==> src/logic/ppuPkg.sv <==
`default_nettype none

package ppuPkg;

   typedef logic [12:0] vramAddr_t;
   typedef logic [7:0] byte_t;

   typedef enum logic [1:0] {
      hBlank   = 2'd0,
      vBlank   = 2'd1,
      oamScan  = 2'd2,
      transfer = 2'd3
   } ppuMode_t;

   // LCDC is written by the CPU as a byte and read by the renderer as bits.
   typedef union packed {
      byte_t raw;
      struct packed {
         logic lcdEnable;
         logic windowMap;
         logic windowEnable;
         logic tileDataSelect;
         logic bgMapSelect;
         logic objSize;
         logic objEnable;
         logic bgEnable;
      } bits;
   } lcdc_t;

   localparam logic [15:0] addrLcdc = 16'hFF40;
   localparam logic [15:0] addrStat = 16'hFF41;
   localparam logic [15:0] addrLy   = 16'hFF44;
   localparam logic [15:0] addrLyc  = 16'hFF45;
   localparam logic [15:0] addrBgp  = 16'hFF47;

   localparam vramAddr_t tileMapBase    = 13'h1800;
   localparam vramAddr_t signedTileBase = 13'h1000;

   localparam int tilesPerLine  = 20;
   localparam int pixelsPerLine = 160;
   localparam int mapRowTiles   = 32; // Map entries per row of tiles.

   localparam byte_t blockedByte = 8'hFF;

endpackage

`default_nettype wire
==> src/logic/vramBusIf.sv <==
`timescale 1ns/1ns
`default_nettype none

// Video-memory request path from the background fetcher to the arbiter.
interface vramBusIf import ppuPkg::*; ();

   vramAddr_t address;
   byte_t     writeData;
   byte_t     readData;   // Valid one clock after a read request.
   logic      write;
   logic      read;

   modport requester (
      output address,
      output writeData,
      output write,
      output read,
      input  readData
   );

   modport arbiter (
      input  address,
      input  writeData,
      input  write,
      input  read,
      output readData
   );

endinterface

`default_nettype wire

==> src/logic/ppuTop.sv <==
`timescale 1ns/1ns
`default_nettype none

module ppuTop import ppuPkg::*; #(
   parameter int dotsPerLine    = 456,
   parameter int visibleLines   = 144,
   parameter int totalLines     = 154,
   parameter int oamScanDots    = 80,
   parameter int transferEndDot = 252
) (
   input  logic                     clock,
   input  logic                     rst,
   input  logic [15:0]              cpuAddr,
   input  byte_t                    cpuWriteData,
   output byte_t                    cpuReadData,
   input  logic                     cpuSelect,
   input  logic                     cpuWrite,
   input  logic                     cpuRead,
   output vramAddr_t                vramAddr,
   output byte_t                    vramWriteData,
   input  byte_t                    vramReadData,
   output logic                     vramWrite,
   output logic                     vramRead,
   output logic [pixelsPerLine-1:0] lineColorLow,
   output logic [pixelsPerLine-1:0] lineColorHigh,
   output byte_t                    ly,
   output logic                     irq,
   output logic                     lineReady
);

   lcdc_t    lcdc;
   byte_t    lyc;
   byte_t    bgp;
   byte_t    regReadData;
   logic     regReadValid;
   logic     coincidence;
   ppuMode_t mode;

   vramBusIf fetchBus ();

   lcdTiming #(
      .dotsPerLine   (dotsPerLine),
      .visibleLines  (visibleLines),
      .totalLines    (totalLines),
      .oamScanDots   (oamScanDots),
      .transferEndDot(transferEndDot)
   ) timing0 (
      .clock      (clock),
      .rst        (rst),
      .lcdEnable  (lcdc.bits.lcdEnable),
      .lyc        (lyc),
      .ly         (ly),
      .mode       (mode),
      .coincidence(coincidence)
   );

   ppuRegisters registers0 (
      .clock(clock), .rst(rst), .cpuAddr(cpuAddr), .cpuWriteData(cpuWriteData),
      .cpuSelect(cpuSelect), .cpuWrite(cpuWrite), .cpuRead(cpuRead),
      .ly(ly), .mode(mode), .coincidence(coincidence),
      .lcdc(lcdc), .lyc(lyc), .bgp(bgp),
      .regReadData(regReadData), .regReadValid(regReadValid)
   );

   vramArbiter arbiter0 (
      .clock(clock), .rst(rst), .mode(mode), .cpuAddr(cpuAddr),
      .cpuWriteData(cpuWriteData), .cpuSelect(cpuSelect), .cpuWrite(cpuWrite),
      .cpuRead(cpuRead), .regReadData(regReadData), .regReadValid(regReadValid),
      .fetch(fetchBus.arbiter), .vramAddr(vramAddr), .vramWriteData(vramWriteData),
      .vramWrite(vramWrite), .vramRead(vramRead), .vramReadData(vramReadData),
      .cpuReadData(cpuReadData)
   );

   bgFetcher #(.visibleLines(visibleLines)) fetcher0 (
      .clock(clock), .rst(rst), .mode(mode), .ly(ly), .lcdc(lcdc), .bgp(bgp),
      .bus(fetchBus.requester), .lineColorLow(lineColorLow),
      .lineColorHigh(lineColorHigh), .lineReady(lineReady)
   );

   assign irq = (mode == vBlank); // Level held for the whole vertical blank.

endmodule

`default_nettype wire

==> src/logic/bgFetcher.sv <==
`timescale 1ns/1ns
`default_nettype none

module bgFetcher import ppuPkg::*; #(
   parameter int visibleLines = 144
) (
   input  logic                     clock,
   input  logic                     rst,
   input  ppuMode_t                 mode,
   input  byte_t                    ly,
   input  lcdc_t                    lcdc,
   input  byte_t                    bgp,
   vramBusIf.requester              bus,
   output logic [pixelsPerLine-1:0] lineColorLow,
   output logic [pixelsPerLine-1:0] lineColorHigh,
   output logic                     lineReady
);

   logic [2:0] phase;      // Six steps per tile.
   logic [4:0] tileIdx;
   logic       lineDone;
   logic       fetching;
   byte_t      tileNum;
   byte_t      lowByte;
   vramAddr_t  mapAddr;
   vramAddr_t  rowAddr;
   logic [7:0] pieceLow;
   logic [7:0] pieceHigh;
   ppuMode_t   prevMode;
   logic       firstHBlank;

   assign fetching = (mode == transfer) && !lineDone;

   assign mapAddr = tileMapBase + vramAddr_t'(ly[7:3]) * vramAddr_t'(mapRowTiles)
                  + vramAddr_t'(tileIdx);

   // Unsigned tiles start at 0000h, signed ones are centered on 1000h.
   always_comb begin
      if (lcdc.bits.tileDataSelect) begin
         rowAddr = {1'b0, tileNum, ly[2:0], 1'b0};
      end else begin
         rowAddr = signedTileBase + {tileNum[7], tileNum, ly[2:0], 1'b0};
      end
   end

   always_comb begin
      case (phase[2:1])
         2'd0:    bus.address = mapAddr;
         2'd1:    bus.address = rowAddr;
         default: bus.address = rowAddr + 13'd1;
      endcase
   end

   assign bus.read      = fetching && !phase[0];
   assign bus.write     = 1'b0;
   assign bus.writeData = '0;

   // The high byte is on the bus while the tile is stored.
   always_comb begin
      for (int j = 0; j < 8; j++) begin
         pieceLow[j]  = bgp[{bus.readData[7-j], lowByte[7-j], 1'b0}];
         pieceHigh[j] = bgp[{bus.readData[7-j], lowByte[7-j], 1'b1}];
      end
   end

   always_ff @(posedge clock) begin
      if (rst) begin
         phase         <= '0;
         tileIdx       <= '0;
         lineDone      <= 1'b0;
         lineColorLow  <= '0;
         lineColorHigh <= '0;
      end else if (mode != transfer) begin
         phase    <= '0;
         tileIdx  <= '0;
         lineDone <= 1'b0;
      end else if (!lineDone) begin
         phase <= (phase == 3'd5) ? 3'd0 : phase + 3'd1;
         if (phase == 3'd5) begin
            lineColorLow[{tileIdx, 3'b000} +: 8]  <= pieceLow;
            lineColorHigh[{tileIdx, 3'b000} +: 8] <= pieceHigh;
            if (tileIdx == 5'(tilesPerLine - 1)) begin
               lineDone <= 1'b1;
            end else begin
               tileIdx <= tileIdx + 5'd1;
            end
         end
      end
   end

   always_ff @(posedge clock) begin
      if (fetching && phase == 3'd1) begin
         tileNum <= bus.readData;
      end
      if (fetching && phase == 3'd3) begin
         lowByte <= bus.readData;
      end
   end

   assign firstHBlank = lcdc.bits.lcdEnable && (ly < 8'(visibleLines))
                      && (mode == hBlank) && (prevMode == transfer);

   always_ff @(posedge clock) begin
      if (rst) begin
         prevMode  <= hBlank;
         lineReady <= 1'b0;
      end else begin
         prevMode  <= mode;
         lineReady <= firstHBlank; // Lands on the second hBlank cycle.
      end
   end

   // All tiles of the line are stored before transfer gives way to hBlank.
   lineFetchedInTime: assert property (
      @(posedge clock) disable iff (rst)
      firstHBlank |-> lineDone
   );

endmodule

`default_nettype wire

==> src/logic/vramArbiter.sv <==
`timescale 1ns/1ns
`default_nettype none

module vramArbiter import ppuPkg::*; (
   input  logic        clock,
   input  logic        rst,
   input  ppuMode_t    mode,
   input  logic [15:0] cpuAddr,
   input  byte_t       cpuWriteData,
   input  logic        cpuSelect,
   input  logic        cpuWrite,
   input  logic        cpuRead,
   input  byte_t       regReadData,
   input  logic        regReadValid,
   vramBusIf.arbiter   fetch,
   output vramAddr_t   vramAddr,
   output byte_t       vramWriteData,
   output logic        vramWrite,
   output logic        vramRead,
   input  byte_t       vramReadData,
   output byte_t       cpuReadData
);

   logic fetcherOwns;
   logic cpuVram;
   logic blockedRead;

   assign fetcherOwns = (mode == transfer);

   // Video memory sits at 8000h to 9FFFh on the CPU side.
   assign cpuVram = !cpuSelect && (cpuAddr[15:13] == 3'b100);

   assign vramAddr      = fetcherOwns ? fetch.address   : cpuAddr[12:0];
   assign vramWriteData = fetcherOwns ? fetch.writeData : cpuWriteData;
   assign vramWrite     = fetcherOwns ? fetch.write     : (cpuVram && cpuWrite);
   assign vramRead      = fetcherOwns ? fetch.read      : (cpuVram && cpuRead);

   assign fetch.readData = vramReadData;

   always_ff @(posedge clock) begin
      if (rst) begin
         blockedRead <= 1'b0;
      end else begin
         blockedRead <= cpuVram && cpuRead && fetcherOwns;
      end
   end

   always_comb begin
      if (regReadValid) begin
         cpuReadData = regReadData;
      end else if (blockedRead) begin
         cpuReadData = blockedByte;
      end else begin
         cpuReadData = vramReadData;
      end
   end

   // The fetcher only reads, and CPU writes are dropped during transfer.
   noWriteInTransfer: assert property (
      @(posedge clock) disable iff (rst)
      fetcherOwns |-> !vramWrite
   );

endmodule

`default_nettype wire

==> src/logic/ppuRegisters.sv <==
`timescale 1ns/1ns
`default_nettype none

module ppuRegisters import ppuPkg::*; (
   input  logic        clock,
   input  logic        rst,
   input  logic [15:0] cpuAddr,
   input  byte_t       cpuWriteData,
   input  logic        cpuSelect,
   input  logic        cpuWrite,
   input  logic        cpuRead,
   input  byte_t       ly,
   input  ppuMode_t    mode,
   input  logic        coincidence,
   output lcdc_t       lcdc,
   output byte_t       lyc,
   output byte_t       bgp,
   output byte_t       regReadData,
   output logic        regReadValid
);

   logic [3:0] statBits; // STAT bits 6 to 3.
   byte_t      readMux;

   always_ff @(posedge clock) begin
      if (rst) begin
         lcdc.raw <= '0;
         statBits <= '0;
         lyc      <= '0;
         bgp      <= '0;
      end else if (cpuSelect && cpuWrite) begin
         case (cpuAddr)
            addrLcdc: lcdc.raw <= cpuWriteData;
            addrStat: statBits <= cpuWriteData[6:3];
            addrLyc:  lyc      <= cpuWriteData;
            addrBgp:  bgp      <= cpuWriteData;
            default: ;  // LY and unmapped addresses are read only.
         endcase
      end
   end

   always_comb begin
      case (cpuAddr)
         addrLcdc: readMux = lcdc.raw;
         addrStat: readMux = {1'b1, statBits, coincidence, mode};
         addrLy:   readMux = ly;
         addrLyc:  readMux = lyc;
         addrBgp:  readMux = bgp;
         default:  readMux = 8'hFF;
      endcase
   end

   always_ff @(posedge clock) begin
      if (rst) begin
         regReadValid <= 1'b0;
      end else begin
         regReadValid <= cpuSelect && cpuRead;
      end
   end

   // Captured on every cycle, only looked at while regReadValid is high.
   always_ff @(posedge clock) begin
      regReadData <= readMux;
   end

endmodule

`default_nettype wire

==> src/logic/lcdTiming.sv <==
`timescale 1ns/1ns
`default_nettype none

module lcdTiming import ppuPkg::*; #(
   parameter int dotsPerLine    = 456,
   parameter int visibleLines   = 144,
   parameter int totalLines     = 154,
   parameter int oamScanDots    = 80,
   parameter int transferEndDot = 252
) (
   input  logic     clock,
   input  logic     rst,
   input  logic     lcdEnable,
   input  byte_t    lyc,
   output byte_t    ly,
   output ppuMode_t mode,
   output logic     coincidence
);

   localparam int dotBits = $clog2(dotsPerLine);

   logic [dotBits-1:0] dot;
   logic               lineEnd;

   assign lineEnd = (dot == dotBits'(dotsPerLine - 1));

   // A disabled display holds both counters at the top-left position.
   always_ff @(posedge clock) begin
      if (rst || !lcdEnable) begin
         dot <= '0;
         ly  <= '0;
      end else begin
         if (lineEnd) begin
            dot <= '0;
            if (ly == 8'(totalLines - 1)) begin
               ly <= '0;
            end else begin
               ly <= ly + 8'd1;
            end
         end else begin
            dot <= dot + 1'b1;
         end
      end
   end

   always_comb begin
      if (!lcdEnable) begin
         mode = hBlank;
      end else if (ly >= 8'(visibleLines)) begin
         mode = vBlank;
      end else if (dot < dotBits'(oamScanDots)) begin
         mode = oamScan;
      end else if (dot < dotBits'(transferEndDot)) begin
         mode = transfer;
      end else begin
         mode = hBlank;
      end
   end

   assign coincidence = (ly == lyc);

   // Pixel transfer is only ever entered from the OAM scan of its line.
   transferAfterOamScan: assert property (
      @(posedge clock) disable iff (rst)
      (mode == transfer) |-> ($past(mode) == oamScan || $past(mode) == transfer)
   );

endmodule

`default_nettype wire

==> config.mk <==
export PLATFORM = sky130hd
export DESIGN_NAME = ppuTop
export DESIGN_NICKNAME = d
export VERILOG_FILES = /design/src/logic/ppuPkg.sv /design/src/logic/vramBusIf.sv /design/src/logic/ppuTop.sv /design/src/logic/bgFetcher.sv /design/src/logic/vramArbiter.sv /design/src/logic/ppuRegisters.sv /design/src/logic/lcdTiming.sv
export SDC_FILE = /design/constraint.sdc
export NUM_CORES = 1
export LEC_CHECK = 0
export BUFFER_PORTS_ARGS = -buffer_cell sky130_fd_sc_hd__buf_2
export CAP_MARGIN = 20
export CELL_PAD_IN_SITES_DETAIL_PLACEMENT = 1
export CELL_PAD_IN_SITES_GLOBAL_PLACEMENT = 2
export CORE_MARGIN = 2
export CORE_UTILIZATION = 32
export CTS_CLUSTER_DIAMETER = 40
export DETAILED_ROUTE_END_ITERATION = 10
export PLACE_DENSITY = 0.81
export SYNTH_ARGS = -nofsm -noshare
export SYNTH_HDL_FRONTEND = slang
export SYNTH_SLANG_ARGS = --single-unit
==> constraint.sdc <==
create_clock -name clock -period 9.1 [get_ports clock]
set_input_delay 1.365 -clock clock [delete_from_list [all_inputs] [get_ports clock]]
set_output_delay 1.365 -clock clock [all_outputs]
set_load 0.02 [all_outputs]
==> results of run 1 <==
-- layer usage --
metal | vias to the layer above | track usage
met5 | - | 0
met4 | 0 | 0.0983
met3 | 101 | 0.0434
met2 | 433 | 0.405
met1 | 7533 | 0.299
li1 | 7100 | -
-- cell usage in the layout (no fill, tap or decap), drive strengths merged, types with 29 or more instances in the layout --
master  synthesis  routed
o21ai         126     126
buf            42     426
mux2i         221     221
clkbuf        107      88
nor2          116     116
nand2         359     359
and2           29      29
dfxtp         387     387
nand3         127     127
-- path summary, 6_finish.rpt --
path | startpoint | end | slack, ns | depth (start not counted)
setup / recovery | timing0.ly[4]$_SDFFE_PP0P_ | vramRead | 4.28 | 6
hold / removal | fetcher0.prevMode[0]$_SDFF_PP0_ | fetcher0.lineReady$_SDFF_PP0_ | 0.44 | 2
setup reg to reg | fetcher0.tileIdx[0]$_SDFFE_PP0P_ | fetcher0.lineColorLow[0]$_SDFFE_PP0P_ | 5.03 | 7
hold reg to reg | fetcher0.prevMode[0]$_SDFF_PP0_ | fetcher0.lineReady$_SDFF_PP0_ | 0.44 | 2
-- synthesized netlist by cell type, types with 8 or more instances --
master    count
nand2b_1      8
a221oi_1      8
inv_1        15
and2_1       28
dfxtp_1     387
o21ai_0     110
ha_1         10
a31o_2       18
nand2_1     358
mux4_2       16
buf_2        16
nor2_1      113
nor3_1       10
o21ai_1      16
o211ai_1     23
nor4_1       10
mux2i_1     220
nand4_1      11
edfxtp_1     16
and3_1       15
nand3_1     126
buf_1         8
clkbuf_1    107
buf_4        14
a21oi_1      26
xor2_1       20
-- layout make-up --
class	instances	area, um^2
fill	6124	30700
sequential	403	8230
multi-input combinational	1263	8070
timing repair buffer	426	2220
clock buffer	88	1940
tap	688	861
clock inverter	39	493
inverter	16	67.6
-- cells by family (layout without fill, tap and decap cells) --
logic type	after synthesis	after routing	synth area share
compound gates	248	248	0.0943
fa+ha+maj	10	10	0.00737
simple gates	740	740	0.204
flops	403	403	0.484
buf+inv	165	569	0.0425
xor+xnor	28	28	0.0149
mux	237	237	0.152
-- sequential cells by signal, indices dropped and copies added, names as in the netlist --
name	count
arbiter0.blockedRead	1
fetcher0.lineReady	1
fetcher0.lineColorHigh	160
fetcher0.tileIdx	5
timing0.dot	9
registers0.regReadData	8
fetcher0.prevMode	2
fetcher0.lineDone	1
registers0.lcdc	8
fetcher0.tileNum	8
registers0.statBits	4
fetcher0.lowByte	8
registers0.bgp	8
timing0.ly	8
registers0.lyc	8
registers0.regReadValid	1
fetcher0.lineColorLow	160
fetcher0.phase	3
-- power groups by stage --
stage                     clock, uW  combinational [uW]  sequential, uW
after CTS                      2750                79.1            1780
after detailed placement          0                78.7            1820
after floorplan                   0                45.5            1810
after global routing           2830                84.6            1780
final                          2710                78.5            1780
after global placement            0                77.0            1820
-- worst reg2reg max path: stages, from the launching register on --
cell and delay, ns:
dfxtp_1 0.51, inv_1 0.25, ha_1 0.44, or4b_2 1.02, nor4_1 0.36, nand3_1 0.81, mux2i_1 0.46, nor2_1 0.07
-- per-stage QoR --
| step | hold slack (ns) | cells | total power (uW) | utilization |
|---|---|---|---|---|
| final | 0.442 | 2923 | 4570 | 0.416 |
| after global routing | 0.471 | 2923 | 4700 | 0.416 |
| after CTS | 0.444 | 2922 | 4610 | 0.416 |
| after detailed placement | 0.438 | 2795 | 1890 | 0.370 |
| after global placement | 0.426 | 2793 | 1890 | 0.369 |
| after floorplan | 0.413 | 1831 | 1860 | - |
==> results.md, run 1 <==
* Outcome: finished, final reports clean
* Max clock buf depth at 3
* Synth Warn # at 0
* Sw Share at 0.223
* Clock slew at reported path FFs at 0.04 ns
* Crit path max fanout at 39
* Synthesized area at about 0.017 mm^2
* Vias in the first global route at 15431
* Largest net degree at the start of global routing at 111
* H-tree levels at 3
* Synth unique cells at 77
* Area delta synth->final at 28.8%
* Wl on met1 at between 20 and 30 mm
* Slowest stage delay, CP at approximately 0.62 ns
* Clock Latency Late Sink at 0.60 ns
* Dominant cell type by area after synthesis: dfxtp_1
* Antenna violations before repair at 3
* Worst slew pin tran at between 1 and 1.5 ns
* CP top delay family: compound AO/OA/AOI/OAI gates
* Routability-driven placement congestion ratio at 0.828
* Fin Clk Skew at about 0.030 ns
* Detailed Route Iter0 Violations at just under 800
* Main synth FF type: dfxtp_1
* Core ar. at ~0.053 mm^2
* Area after DPL at roughly 0.02 mm^2
* Layout cell share with drive strength beyond 1 at 0.276
* Internal power at roughly 3500 uW
* Startpoint Class: flop
* Register area share after synthesis at 0.484
* Root Buffer: clkbuf_16
* Initial Util at 0.323
* CTS tree: built
* Pwr per Cell Area at approximately 210 mW/mm^2
* Mapped Avg Cell Area at between 9 and 10 um^2
* I/O pins at between 300 and 400
* Met3 WL at between 3 and 4 mm
* Row count at 84
* Worst VDD drop at roughly 0.13 mV
* Final Cycle Share at 0.530
* Worst slew margin at 0.222
* Setup TNS at 0 ns
* First-pass DRT Iterations at 5
* Max layer used: met4
* Min-delay worst type: reg2reg
* CP Class: reg2out
* WL final at approximately 67 mm
* Buf/Inv on CP at 1
* Min cycle time layout at approximately 4.8 ns
* Post-synth EDFFs at 16
* Combinational Power Share at 0.017
* Clock sinks at 403
* Max Slew Vio Count at 0
* Detail Route Antenna Nets at 0
* Port bufs at 397
* Die X at 234 um
* Vias at 15167
* Final setup violation count at 0
* Synth async-reset ratio at 0
* Die area at approximately 0.055 mm^2
* Worst EP arrival at between 3 and 4 ns
* Met2 wire len at 32.3 mm
* Switching power at roughly 1000 uW
* Dpl hpwl at 47.6 mm
* Clock Power Share at 0.593
* DRC viols at 0
* Global-route wire length before repair at between 90 and 100 mm
* Setup Buffers After CTS at 0
* All-Layer GR Usage at 0.239
* CTS buffer count at slightly below 70
* Post-synthesis cell count at ~1800
* Worst setup slack after layout at about 4.3 ns
* ANT cells at 0
* Leak at 0.00946 uW
* Net Count, Synth at ~1900
* Post-CTS sizing at 0
* Grt total ovfl at 0
* Maximum clock frequency at slightly above 200 MHz
* Seq pwr share at 0.389
* Unrepaired setup endpoints after global routing: no
* Share of Yosys cell area claimed by the top area cell type at 0.456
* Area contributors post-synth: dfxtp_1 (46%), mux2i_1 (13%), nand2_1 (7.9%)
* Setup crit end kind: output pin
* DP Worst Slack at between 4 and 5 ns
* Crit-path slowest cell: a2111oi_4
* Max Cap Viol at 0
* Final Hold Vio Count at 0
* Die Y at between 200 and 250 um
* Routed len/inst at 23.0 um
* Yosys reg bits at ~400
* Req. time, crit path at about 7.7 ns
* Vias per inst at a little over 5
* Nets at ~2200
* Hold-fix buffers, CTS at 0
* Final Cell Area at ~0.022 mm^2
* CP Cell Sequence: o31a_1 -> a2111oi_4 -> nand2_2 -> or3_1 -> o21ai_0 -> buf_2
No activity file was read; power rests on OpenSTA's default activity.
==> inputs of run 2 (changes only) <==
clock period = 4.9 ns   (was 9.1 ns; I/O delays follow)
==> run 2 against run 1 <==
Critical path depth down 1. Flip-flop and latch count did not move. Register-to-register slack got worse by 3.7 ns. Design area is 0.12% higher. Die area unchanged. Highest routed layer unchanged. Total power grew 88%. Largest power group unchanged. Utilization up 0.050 points.
==> results.md, run 2 (synthesis results as in run 1) <==
* Min-delay worst type: in2reg
* CP Class: reg2out
* Antenna violations before repair at 1 (-2)
* Vias at 15269 (+0.67%)
* Die X at 234 um (unchanged)
* Buf/Inv on CP at 1 (unchanged)
* Initial Util at 0.323 (unchanged)
* Routability-driven placement congestion ratio at 0.859 (+3.9%)
* Crit path max fanout at 39 (unchanged)
* Detailed Route Iter0 Violations at 962 (+23%)
* Min cycle time layout at slightly above 4 ns
* Row count at 84 (unchanged)
* Root Buffer: clkbuf_16
* Setup crit end kind: output pin
* Crit-path slowest cell: nand2_2
* Worst slew margin at 0.278 (+0.0562)
* Worst slew pin tran at 1.08 ns (-0.0871 ns)
* CTS tree: built
* Unrepaired setup endpoints after global routing: no
* Setup TNS at 0 ns (unchanged)
* Post-CTS sizing at 0 (unchanged)
* Final setup violation count at 0 (unchanged)
* Area after DPL at 0.0194 mm^2 (about the same)
* Leak at 0.00944 uW (-0.21%)
* Worst Hold Slack at 0.432 ns (-0.00966 ns)
* Max Cap Viol at 0 (unchanged)
* Regs by FF count: fetcher0.lineColorHigh x160, fetcher0.lineColorLow x160, timing0.dot x9
* Clock Latency Late Sink at 0.59 ns (about the same)
* Final Cycle Share at 0.837
* Most frequent cells in the layout: buf_2 (397), dfxtp_1 (387), nand2_1 (358)
* CP top delay family: compound AO/OA/AOI/OAI gates
* Worst VDD drop at 0.202 mV (+59%)
* Dpl hpwl at 48.4 mm (+1.7%)
* Global routing usage on met2 at 0.412 (+0.00682)
* Final Hold Vio Count at 0 (unchanged)
* Setup Buffers After CTS at 0 (unchanged)
* Largest net degree at the start of global routing at 204 (+84%)
* Detail Route Antenna Nets at 0 (unchanged)
* Outcome: finished, final reports clean
* Req. time, crit path at 4.16 ns (-3.58 ns)
* Vias in the first global route at 15619 (+1.2%)
* WL final at 68.6 mm (+2.2%)
* Hold-fix buffers, CTS at 0 (unchanged)
* All-Layer GR Usage at 0.244 (+0.00537)
* Met1 GRT Util at 0.297 (-0.00122)
* Startpoint Class: flop
* Port bufs at 397 (unchanged)
* Clock slew at reported path FFs at 0.05 ns (about the same)
* Die area at 0.0549 mm^2 (unchanged)
* Grt total ovfl at 0 (unchanged)
* Core ar. at 0.0526 mm^2 (unchanged)
* Slowest stage delay, CP at 0.57 ns (-0.05 ns)
* Die Y at 234 um (unchanged)
* CTS buffer count at 69 (unchanged)
* Layout cell share with drive strength beyond 1 at 0.275 (-0.000526)
* Commonest non-fill, non-tap cell in the layout: buf_2
* H-tree levels at 3 (unchanged)
* Nets at 2226 (unchanged)
* Max clock buf depth at 3 (unchanged)
* Clock sinks at 403 (unchanged)
* Max Slew Vio Count at 0 (unchanged)
* Vias per inst at 5.23 (+0.74%)
* DRC viols at 0 (unchanged)
* Final Cell Area at 0.0219 mm^2 (+0.12%)
* Pwr per Cell Area at 391 mW/mm^2 (+88%)
* CP Cell Sequence: o31a_1 -> a2111oi_4 -> nand2_2 -> o21ai_0 -> buf_2
* I/O pins at 398 (unchanged)
* Area delta synth->final at 29.0%
* Maximum clock frequency at 244 MHz
* Routed len/inst at 23.5 um (+2.2%)
* Most used routing layer: met2
* Met3 GRT Util at 0.0503 (+0.00693)
* Fin Clk Skew at 0.0342 ns (+0.00418 ns)
* Worst EP arrival at 3.37 ns (-0.09 ns)
* Post-Route Utilization at 0.417 (+0.000500)
* First-pass DRT Iterations at 5 (unchanged)
* Global-route wire length before repair at 99.9 mm (+1.7%)
-- run 2: cell types whose count changed in the layout (fill, tap and decap cells not counted), sizes merged --
cell	before	now
bufinv	8	10
clkbuf	88	84
clkinv	16	9
clkinvlp	5	12
diode	0	1
inv	26	25
-- run 2: cell type report --
cell class | instances | area, um^2
fillers | 6040 | 30600
flip-flops and latches | 403 | 8230
multi-input cells | 1263 | 8070
repair buffers | 426 | 2220
clock buffers | 84 | 1930
well taps | 688 | 861
clock inverters | 40 | 539
inverters | 16 | 67.6
diodes | 1 | 2.50
-- run 2: path summary, 6_finish.rpt --
path	depth (start not counted)	slack (ns)	endpoint	start
worst min-delay path	1	0.43	fetcher0.tileNum[4]$_DFFE_PP_	vramReadData[4]
worst min register to register	1	0.45	timing0.dot[0]$_SDFF_PP0_	timing0.dot[0]$_SDFF_PP0_
worst max-delay path	5	0.80	vramAddr[8]	timing0.ly[4]$_SDFFE_PP0P_
worst max register to register	8	1.30	fetcher0.lineColorLow[71]$_SDFFE_PP0P_	fetcher0.tileIdx[0]$_SDFFE_PP0P_
-- run 2: metal layers --
metal / wire length [um] / share of wire
met3: 4370 / 0.064
met5: 0 / 0
met2: 32800 / 0.48
met4: 2980 / 0.043
met1: 28400 / 0.41
-- run 2: power by group --
group / internal (uW) / total, uW / switching [uW]
clock: 3350 / 5130 / 1770
combinational: 34.1 / 147 / 113
sequential: 3300 / 3300 / 1.23
-- run 2: per-stage QoR --
stage | setup WS, ns | total power, uW | std cells
floorplan | 1.94 | 3450 | 1831
global placement | 1.35 | 3520 | 2795
detailed placement | 1.26 | 3520 | 2795
CTS | 0.724 | 8660 | 2919
global route | 0.665 | 8820 | 2920
finish | 0.800 | 8580 | 2921
